`src/logic/uart_pkg.sv`:
```
`default_nettype none

package uart_pkg;

	// frame format
	localparam int DATA_BITS  = 8;
	localparam int OVERSAMPLE = 16;  // ticks per bit
	localparam int MID_TICK   = 7;   // sample point inside a bit

	// receive lane FSM
	typedef enum logic [1:0] {
		IDLE,
		START,
		DATA,
		STOP
	} lane_state_e;

	// offsets inside one lane window
	typedef enum logic [7:0] {
		REG_DATA   = 8'h00,
		REG_STATUS = 8'h04
	} reg_off_e;

	localparam int LANE_STRIDE = 16;  // bytes per lane window

	// status register bit positions
	localparam int STAT_FULL    = 0;
	localparam int STAT_OVERRUN = 1;
	localparam int STAT_FERR    = 2;

endpackage

`default_nettype wire
```
`src/logic/uart_rx_hub.sv`:
```
`timescale 1ns/1ns
`default_nettype none

module uart_rx_hub
	import uart_pkg::*;
#(
	parameter int NUM_LANES = 4,
	parameter int CLK_DIV   = 4
) (
	input  logic                 clk,
	input  logic                 rst_n,
	input  logic [NUM_LANES-1:0] rx,
	input  logic [7:0]           paddr,
	input  logic                 psel,
	input  logic                 penable,
	input  logic                 pwrite,
	input  logic [31:0]          pwdata,
	output logic [31:0]          prdata,
	output logic                 pready,
	output logic                 pslverr,
	output logic                 irq
);

	wire                                tick;        // shared 16x strobe
	wire [NUM_LANES-1:0][DATA_BITS-1:0] lane_data;
	wire [NUM_LANES-1:0]                lane_valid;
	wire [NUM_LANES-1:0]                lane_ferr;

	baud_tick_gen #(
		.CLK_DIV (CLK_DIV)
	) tick_gen_i (
		.clk   (clk),
		.rst_n (rst_n),
		.tick  (tick)
	);

	for (genvar k = 0; k < NUM_LANES; k++) begin : g_lane
		uart_rx_lane lane_i (
			.clk        (clk),
			.rst_n      (rst_n),
			.tick       (tick),
			.rx         (rx[k]),
			.lane_data  (lane_data[k]),
			.lane_valid (lane_valid[k]),
			.lane_ferr  (lane_ferr[k])
		);
	end

	rx_apb_regs #(
		.NUM_LANES (NUM_LANES)
	) regs_i (
		.clk        (clk),
		.rst_n      (rst_n),
		.lane_data  (lane_data),
		.lane_valid (lane_valid),
		.lane_ferr  (lane_ferr),
		.paddr      (paddr),
		.psel       (psel),
		.penable    (penable),
		.pwrite     (pwrite),
		.pwdata     (pwdata),
		.prdata     (prdata),
		.pready     (pready),
		.pslverr    (pslverr),
		.irq        (irq)
	);

endmodule

`default_nettype wire

```
`src/logic/rx_apb_regs.sv`:
```
`timescale 1ns/1ns
`default_nettype none

module rx_apb_regs
	import uart_pkg::*;
#(
	parameter int NUM_LANES = 4
) (
	input  logic                                clk,
	input  logic                                rst_n,
	input  logic [NUM_LANES-1:0][DATA_BITS-1:0] lane_data,
	input  logic [NUM_LANES-1:0]                lane_valid,
	input  logic [NUM_LANES-1:0]                lane_ferr,
	input  logic [7:0]                          paddr,
	input  logic                                psel,
	input  logic                                penable,
	input  logic                                pwrite,
	input  logic [31:0]                         pwdata,
	output logic [31:0]                         prdata,
	output logic                                pready,
	output logic                                pslverr,
	output logic                                irq
);

	logic [7:0]                          lane_sel;  // lane window index
	logic [7:0]                          reg_off;   // offset inside the window
	logic                                addr_ok;
	logic                                access;    // apb access phase
	logic                                rd_data;   // data read, clears full
	logic                                wr_stat;   // status write, w1c
	logic [NUM_LANES-1:0][DATA_BITS-1:0] hold_q;
	logic [NUM_LANES-1:0]                full_q;
	logic [NUM_LANES-1:0]                ovr_q;
	logic [NUM_LANES-1:0]                ferr_q;

	assign lane_sel = paddr / 8'(LANE_STRIDE);
	assign reg_off  = paddr % 8'(LANE_STRIDE);
	assign addr_ok  = (lane_sel < 8'(NUM_LANES))
		&& (reg_off == REG_DATA || reg_off == REG_STATUS);

	assign access  = psel & penable;
	assign rd_data = access & ~pwrite & addr_ok & (reg_off == REG_DATA);
	assign wr_stat = access & pwrite & addr_ok & (reg_off == REG_STATUS);

	assign pready  = 1'b1;               // no wait states
	assign pslverr = access & ~addr_ok;

	// a new byte or error beats any clear in the same cycle
	always_ff @(posedge clk or negedge rst_n) begin
		if (!rst_n) begin
			hold_q <= '0;
			full_q <= '0;
			ovr_q  <= '0;
			ferr_q <= '0;
		end else begin
			for (int k = 0; k < NUM_LANES; k++) begin
				if (lane_valid[k]) begin
					hold_q[k] <= lane_data[k];
					full_q[k] <= 1'b1;
				end else if (rd_data && lane_sel == 8'(k)) begin
					full_q[k] <= 1'b0;
				end

				if (lane_valid[k] && full_q[k]) begin
					ovr_q[k] <= 1'b1;  // unread byte lost
				end else if (wr_stat && lane_sel == 8'(k) && pwdata[STAT_OVERRUN]) begin
					ovr_q[k] <= 1'b0;
				end

				if (lane_ferr[k]) begin
					ferr_q[k] <= 1'b1;
				end else if (wr_stat && lane_sel == 8'(k) && pwdata[STAT_FERR]) begin
					ferr_q[k] <= 1'b0;
				end
			end
		end
	end

	// read data only during a valid read access
	always_comb begin
		prdata = '0;
		for (int k = 0; k < NUM_LANES; k++) begin
			if (access && !pwrite && addr_ok && lane_sel == 8'(k)) begin
				if (reg_off == REG_DATA) begin
					prdata[DATA_BITS-1:0] = hold_q[k];
				end else begin
					prdata[STAT_FULL]    = full_q[k];
					prdata[STAT_OVERRUN] = ovr_q[k];
					prdata[STAT_FERR]    = ferr_q[k];
				end
			end
		end
	end

	always_ff @(posedge clk or negedge rst_n) begin
		if (!rst_n) begin
			irq <= 1'b0;
		end else begin
			irq <= |{full_q, ovr_q, ferr_q};  // any lane needs service
		end
	end

endmodule

`default_nettype wire

```
`src/logic/uart_rx_lane.sv`:
```
`timescale 1ns/1ns
`default_nettype none

module uart_rx_lane
	import uart_pkg::*;
(
	input  logic                 clk,
	input  logic                 rst_n,
	input  logic                 tick,
	input  logic                 rx,
	output logic [DATA_BITS-1:0] lane_data,
	output logic                 lane_valid,
	output logic                 lane_ferr
);

	localparam int BIT_W = $clog2(DATA_BITS);

	logic [2:0]       rx_sync;   // three flop synchronizer
	logic             rx_s;      // synchronized line
	logic             fall_edge;
	lane_state_e      state;
	logic [3:0]       tick_cnt;  // oversample ticks, wraps every bit
	logic [BIT_W-1:0] bit_cnt;   // data bit index
	logic             mid;       // sample point of the current bit

	// line idles high, so reset to 1
	always_ff @(posedge clk or negedge rst_n) begin
		if (!rst_n) begin
			rx_sync <= 3'b111;
		end else begin
			rx_sync <= {rx_sync[1:0], rx};
		end
	end

	assign rx_s      = rx_sync[2];
	assign fall_edge = rx_sync[2] & ~rx_sync[1];  // high to low between last two stages
	assign mid       = tick && (tick_cnt == 4'(MID_TICK));

	always_ff @(posedge clk or negedge rst_n) begin
		if (!rst_n) begin
			state    <= IDLE;
			tick_cnt <= '0;
			bit_cnt  <= '0;
		end else begin
			case (state)
				IDLE: begin
					tick_cnt <= '0;
					bit_cnt  <= '0;
					if (fall_edge) begin
						state <= START;
					end
				end
				START: begin
					if (tick) begin
						tick_cnt <= tick_cnt + 1'b1;
					end
					if (mid) begin
						state <= rx_s ? IDLE : DATA;  // glitch, not a start bit
					end
				end
				DATA: begin
					if (tick) begin
						tick_cnt <= tick_cnt + 1'b1;
					end
					if (mid) begin
						bit_cnt <= bit_cnt + 1'b1;
						if (bit_cnt == BIT_W'(DATA_BITS - 1)) begin
							state <= STOP;
						end
					end
				end
				STOP: begin
					if (tick) begin
						tick_cnt <= tick_cnt + 1'b1;
					end
					if (mid) begin
						state <= IDLE;  // rearm right at stop middle
					end
				end
				default: begin
					state <= IDLE;
				end
			endcase
		end
	end

	// lsb first, new bits enter at the top
	always_ff @(posedge clk) begin
		if (state == DATA && mid) begin
			lane_data <= {rx_s, lane_data[DATA_BITS-1:1]};
		end
	end

	// stop bit decides between a good byte and a framing error
	always_ff @(posedge clk or negedge rst_n) begin
		if (!rst_n) begin
			lane_valid <= 1'b0;
			lane_ferr  <= 1'b0;
		end else begin
			lane_valid <= (state == STOP) && mid && rx_s;
			lane_ferr  <= (state == STOP) && mid && !rx_s;
		end
	end

endmodule

`default_nettype wire

```
`src/logic/baud_tick_gen.sv`:
```
`timescale 1ns/1ns
`default_nettype none

module baud_tick_gen #(
	parameter int CLK_DIV = 4
) (
	input  logic clk,
	input  logic rst_n,
	output logic tick
);

	localparam int CNT_W = (CLK_DIV > 1) ? $clog2(CLK_DIV) : 1;

	logic [CNT_W-1:0] div_cnt;  // clocks since last tick
	logic             wrap;

	assign wrap = (div_cnt == CNT_W'(CLK_DIV - 1));

	always_ff @(posedge clk or negedge rst_n) begin
		if (!rst_n) begin
			div_cnt <= '0;
		end else if (wrap) begin
			div_cnt <= '0;
		end else begin
			div_cnt <= div_cnt + 1'b1;
		end
	end

	// one clock wide strobe on the wrap
	always_ff @(posedge clk or negedge rst_n) begin
		if (!rst_n) begin
			tick <= 1'b0;
		end else begin
			tick <= wrap;
		end
	end

endmodule

`default_nettype wire

```
`config.mk`:
```
export PLATFORM = sky130hd
export DESIGN_NAME = uart_rx_hub
export DESIGN_NICKNAME = d
export VERILOG_FILES = /design/src/logic/uart_pkg.sv /design/src/logic/uart_rx_hub.sv /design/src/logic/rx_apb_regs.sv /design/src/logic/uart_rx_lane.sv /design/src/logic/baud_tick_gen.sv
export SDC_FILE = /design/constraint.sdc
export NUM_CORES = 1
export LEC_CHECK = 0
export BUFFER_PORTS_ARGS = -buffer_cell sky130_fd_sc_hd__buf_2
export CAP_MARGIN = 10
export CORE_MARGIN = 2
export CORE_UTILIZATION = 61
export CTS_CLUSTER_SIZE = 25
export DETAILED_ROUTE_END_ITERATION = 10
export PLACE_DENSITY = 0.84
export SLEW_MARGIN = 20
export SYNTH_ARGS = -nofsm -noshare
export SYNTH_HDL_FRONTEND = slang
export SYNTH_SLANG_ARGS = --single-unit
```
`constraint.sdc`:
```
create_clock -name clk -period 3.1 [get_ports clk]
set_input_delay 0.155 -clock clk [delete_from_list [all_inputs] [get_ports clk]]
set_output_delay 0.155 -clock clk [all_outputs]
set_load 0.02 [all_outputs]
```
# == Yosys cells after proc, flatten, opt, wreduce, memory -nomap -nowiden ==
# Cells that the tools add are included.
# totals
reg_bits,136
out_inout_bits,35
elab_cells,293
# classes
add_sub_neg,9
magnitude_cmp,1
eq_ne,49
n_mux,81
bitwise,18
reduce_logical,88
# op_table
operator,n
2-bit two-way mux,25
2-bit by 1-bit inequality test with 1-bit output (second input constant),24
1-bit logical AND,47
8-bit two-way mux,4
2-bit one-hot mux with 4 select lines,4
4-bit one-hot mux with 2 select lines,4
2-bit nonzero test,16
1-bit two-way mux,24
3-bit two-way mux,8
3-bit one-hot mux with 2 select lines,4
4-bit by 3-bit equality test with 1-bit output (second input constant),5
5-bit two-way mux,4
5-bit AND reduction,4
2-bit equality test (second input constant),9
4-bit by 1-bit adder with 4-bit output (second input constant),4
8-bit zero test,2
4-bit two-way mux,4
3-bit by 1-bit adder with 3-bit output (second input constant),4
1-bit bitwise AND,12
3-bit equality test (second input constant),4
12-bit OR reduction,1
3-bit OR reduction,4
2-bit by 1-bit equality test with 1-bit output (second input constant),4
4-bit by 2-bit equality test with 1-bit output (second input constant),2
8 further kinds,23

# == Longest topological paths before layout ==
# depth
word_depth,12
mapped_depth,6
mapped_depth_nobuf,5

# == By module ==
# From an unflattened synthesis, not the netlist that was laid out.
# unflattened
hier_cells,483
area_unflattened_um2,6108.4
# modules_own_cells
mod,n_inst,cells_per_inst,area_each_um2,seq_area_each_um2
uart_rx_lane,4,66,904.6,594.3
rx_apb_regs,1,214,2398.6,1126.1
baud_tick_gen,1,5,91.3,75.1

# == Worst setup path before layout ==
# Ideal clock, no wire load.
# synth_path
kind,input to output
from,input paddr[1]
to,output prdata[3]
arrival_time_ns,1.645
slack_ns,1.300
cell_stages,4
cell_sequence,or4_1 -> nor4_4 -> a22oi_1 -> a21oi_1
# synth_via
elab_chain_len,12
word_cells_on_any_way,17
classes_between,eq/ne (1); mux (8); reduce/logical (8)
# synth_rtl
item,line,rtl
start: declaration,uart_rx_hub.sv:13,"input logic [7:0] paddr,"
8-bit zero test or 4-bit by 3-bit equality test with 1-bit output (tied branches),"rx_apb_regs.sv:39, rx_apb_regs.sv:84",
1-bit logical OR,rx_apb_regs.sv:39,&& (reg_off == REG_DATA || reg_off == REG_STATUS);
1-bit logical AND,rx_apb_regs.sv:39,
1-bit logical AND (2 in a row),rx_apb_regs.sv:83,if (access && !pwrite && addr_ok && lane_sel == 8'(k)) begin
8-bit two-way mux,rx_apb_regs.sv:83,
5-bit two-way mux,rx_apb_regs.sv:84,if (reg_off == REG_DATA) begin
8-bit two-way mux,rx_apb_regs.sv:83,
5-bit two-way mux,rx_apb_regs.sv:84,
8-bit two-way mux,rx_apb_regs.sv:83,
5-bit two-way mux,rx_apb_regs.sv:84,
8-bit two-way mux *,rx_apb_regs.sv:83,
end: declaration,uart_rx_hub.sv:18,"output logic [31:0] prdata,"
# Mark *: on every way between the ends. The rest lies on a longest branch, timed or not.

# == Final worst setup path ==
# layout_path
from,input paddr[2]
to,output prdata[7]
# The elaborated chain is that of the path after synthesis.

==> reports/results.txt <==
Die height: 102 um
Count of cell types in the netlist: 54
Worst r2r path cells: 3
Slowest CP cell: or4_4
Ant diodes: 0
Root Buffer Master: clkbuf_8
Hold Path Origin: pwdata[1]
Via count: 3570
Crit path DAT: 2420 ps
CP most frequent cell: buf_2
Post-CTS sizing: 0
Critical Path Max Stage Delay: 560 ps
Post-synth EDFFs: 32
Number of global-route vias before repair: 3714
Design Area, Final: 6600 sq um
Avg Inst Size Synth: 13.2 sq um
Synth area leaders: dfrtp_1 (40%), edfxtp_1 (17%), mux2_2 (8.1%), dfstp_2 (5.4%), buf_4 (3.2%)
Initial antenna violation count: 0
Status: finished, final reports clean
Area after DPL: 5950 sq um
Synth area leader: dfrtp_1
# nets final: 542
Critical Path Fanout Max: 12
GR peak layer: met2
CTS tree: done
Starting DRT DRC Count: 165
Die width: 102 um
Setup CP Type: primary input to output pin
Fillers: 591
Commonest cells after routing, fill and taps aside: dfrtp_1 (92), nor2_1 (42), mux2_2 (42)
Slew HR: 0.378
Number of max-cap violations: 0
Fin Hold WS: 102 ps
Clock skew: 14.7 ps
CTS H-tree lvls: 4
Post-synth design cell area: 5820 sq um
Largest net degree at the start of global routing: 78
CP cell instances: dlygate4sd3_1, buf_2, or4_4, nor4_4, a22oi_1, a21oi_1, buf_2
Leading cell type in the layout, fill and taps excluded: dfrtp_1
FFs w/ async S/R, synth: 0.765
Cts hold-fix bufs: 8
DRC: 0
Top delay family on crit path: simple AND/OR/NAND/NOR gates
Initial Util: 0.629
Number of synthesized register bits: 136
Yosys warns: 0
Met1 Track Usage GR: 0.276
Gate Count Post-Synth: 441
HPWL Detailed: 6920 um
Setup-failing EPs final: 0
Clock latency at the later pin of the worst-skew pair: 520 ps
Crit share post-route: 0.830
DIE AREA: 10300 sq um
Hold endpoint: regs_i.ovr_q[0]
Finished Layout Cells: 622
Overflow after GRT: 0
Slew Viols, Final: 0
WHS Path Cells: 4
Main flop type after synthesis: dfrtp_1
RSZ-0062 raised after global routing: false
FMAX: 0.389 GHz
Synth top area share: 0.396
Gpl congestion: 0.879
Core ar.: 9240 sq um
WL final: 11200 um
Required time of the critical path: 2940 ps
First-pass GRT wire length: 18200 um
Setup TNS: 0 ps
Reg2reg end: g_lane[3].lane_i.lane_data[6]
Clock transition at path regs: 60 ps
Leakage: 3.03 nW
Startpoint types: primary input
Register area share after synthesis: 0.615
Bufs on Longest Clock Path: 2
R2R Setup Slk: 1010 ps
Met2 Use GR: 0.402
HP Class: primary input to flop
Slew @ Worst Pin: 932 ps
VDD IR max: 0.365 mV
Share of layout cells above drive strength 1: 0.239
Port-buffer cells: 28
Ratio of total power to cell area: 692 nW/um^2
Worst setup EP type: output pin
Final Hold Fails: 0
Post-layout minimum cycle time: 2570 ps
Pwr Total: 4.57 mW
Placed insts: 582
Final ANT Viol Nets: 0
Met3 Use GR: 0.0669
Vias per inst: 5.74
IO Count: 84
TritonCTS Buffers: 17
GRT Util Overall: 0.237
Rows: 35
Sink Count: 136
Worst Path Buf+Inv: 3
Area grow syn2layout: 13.5%
Setup bufs post-CTS: 0
WL per Instance: 17.9 um
FF-to-FF Start: tick_gen_i.tick
Drt pass-1 iters: 6
==> registers in the layout (all words and copies together) (netlist names), named ones only <==
name and cells:
g_lane.lane_i.bit_cnt 12, g_lane.lane_i.lane_ferr 4, regs_i.full_q 4, g_lane.lane_i.rx_sync 12, tick_gen_i.div_cnt 2, regs_i.ferr_q 4
tick_gen_i.tick 1, regs_i.ovr_q 4, g_lane.lane_i.lane_valid 4, regs_i.irq 1, regs_i.hold_q 32, g_lane.lane_i.lane_data 32
g_lane.lane_i.state 4, g_lane.lane_i.tick_cnt 16
==> routing by layer <==
layer  wire length, um  vias up  part of all wire
met5                 0        -                 0
met4               295        0             0.026
met3               478       26             0.043
met2              5930      116              0.53
met1              4450     1807              0.40
li1                  -     1621                 -
==> how the worst max path moves through the flow <==
stage,cells past startpoint,start,endpoint,slack (ps)
after floorplan,4,paddr[1],prdata[3],1300
after global placement,6,paddr[1],prdata[7],1040
after detailed placement,6,paddr[1],prdata[6],1040
after CTS,7,paddr[2],prdata[3],560
after global routing,7,paddr[2],prdata[3],360
final,7,paddr[2],prdata[7],530
==> worst min-delay path: stages <==
cell	delay (ps)
buf_2	100
nand4_1	160
o21ai_0	110
nand2_1	60
==> through the flow <==
stage                      util  setup WS, ps
after global placement    0.644          1040
after CTS                 0.714           557
after floorplan               -          1300
final                     0.714           528
after global routing      0.714           362
after detailed placement  0.644          1040
==> layout make-up <==
type                       count  area, sq um  share of cell area
tap                          129          161              0.0245
sequential                   136         3580               0.542
multi-input combinational    284         2040               0.309
clock buffer                  24          470              0.0713
clock inverter                 8         96.3              0.0146
inverter                       2         7.51             0.00114
timing repair buffer          39          245              0.0372
==> power by group <==
group	switching [mW]	internal, mW	total (mW)
combinational	0.228	0.199	0.427
clock	0.705	1.20	1.91
sequential	0.216	2.01	2.23
total	1.15	3.42	4.57
==> kinds of logic (layout without fill, tap and decap cells) <==
logic type / after synthesis / after routing / synth area share
DFF: 136 / 136 / 0.615
and+or+nand+nor: 118 / 118 / 0.109
muxes: 59 / 59 / 0.113
AOI/OAI and AO/OA: 57 / 57 / 0.0661
buffers and inverters: 44 / 73 / 0.0488
adders and majority gates: 13 / 13 / 0.0280
xor gates and xnor gates: 12 / 12 / 0.0181
other: 2 / 25 / 0.00129
==> synthesized netlist by cell type (3+ instances only) <==
| cell | number |
|---|---|
| a311oi_1 | 3 |
| and2_1 | 3 |
| o21ai_0 | 18 |
| a22oi_1 | 5 |
| dfrtp_1 | 92 |
| dfstp_2 | 12 |
| clkbuf_1 | 14 |
| nor2_1 | 42 |
| nand2_1 | 26 |
| ha_1 | 13 |
| nand2b_1 | 8 |
| a21oi_1 | 7 |
| mux2_2 | 42 |
| mux2i_1 | 14 |
| and4b_1 | 4 |
| edfxtp_1 | 32 |
| nor3b_1 | 4 |
| nor4_1 | 3 |
| o22ai_1 | 4 |
| a22o_1 | 9 |
| buf_4 | 25 |
| xor2_1 | 8 |
| xnor2_1 | 4 |
| nand4_1 | 8 |
| and3_1 | 3 |
Note: power is estimated with default switching activity, not from simulation.
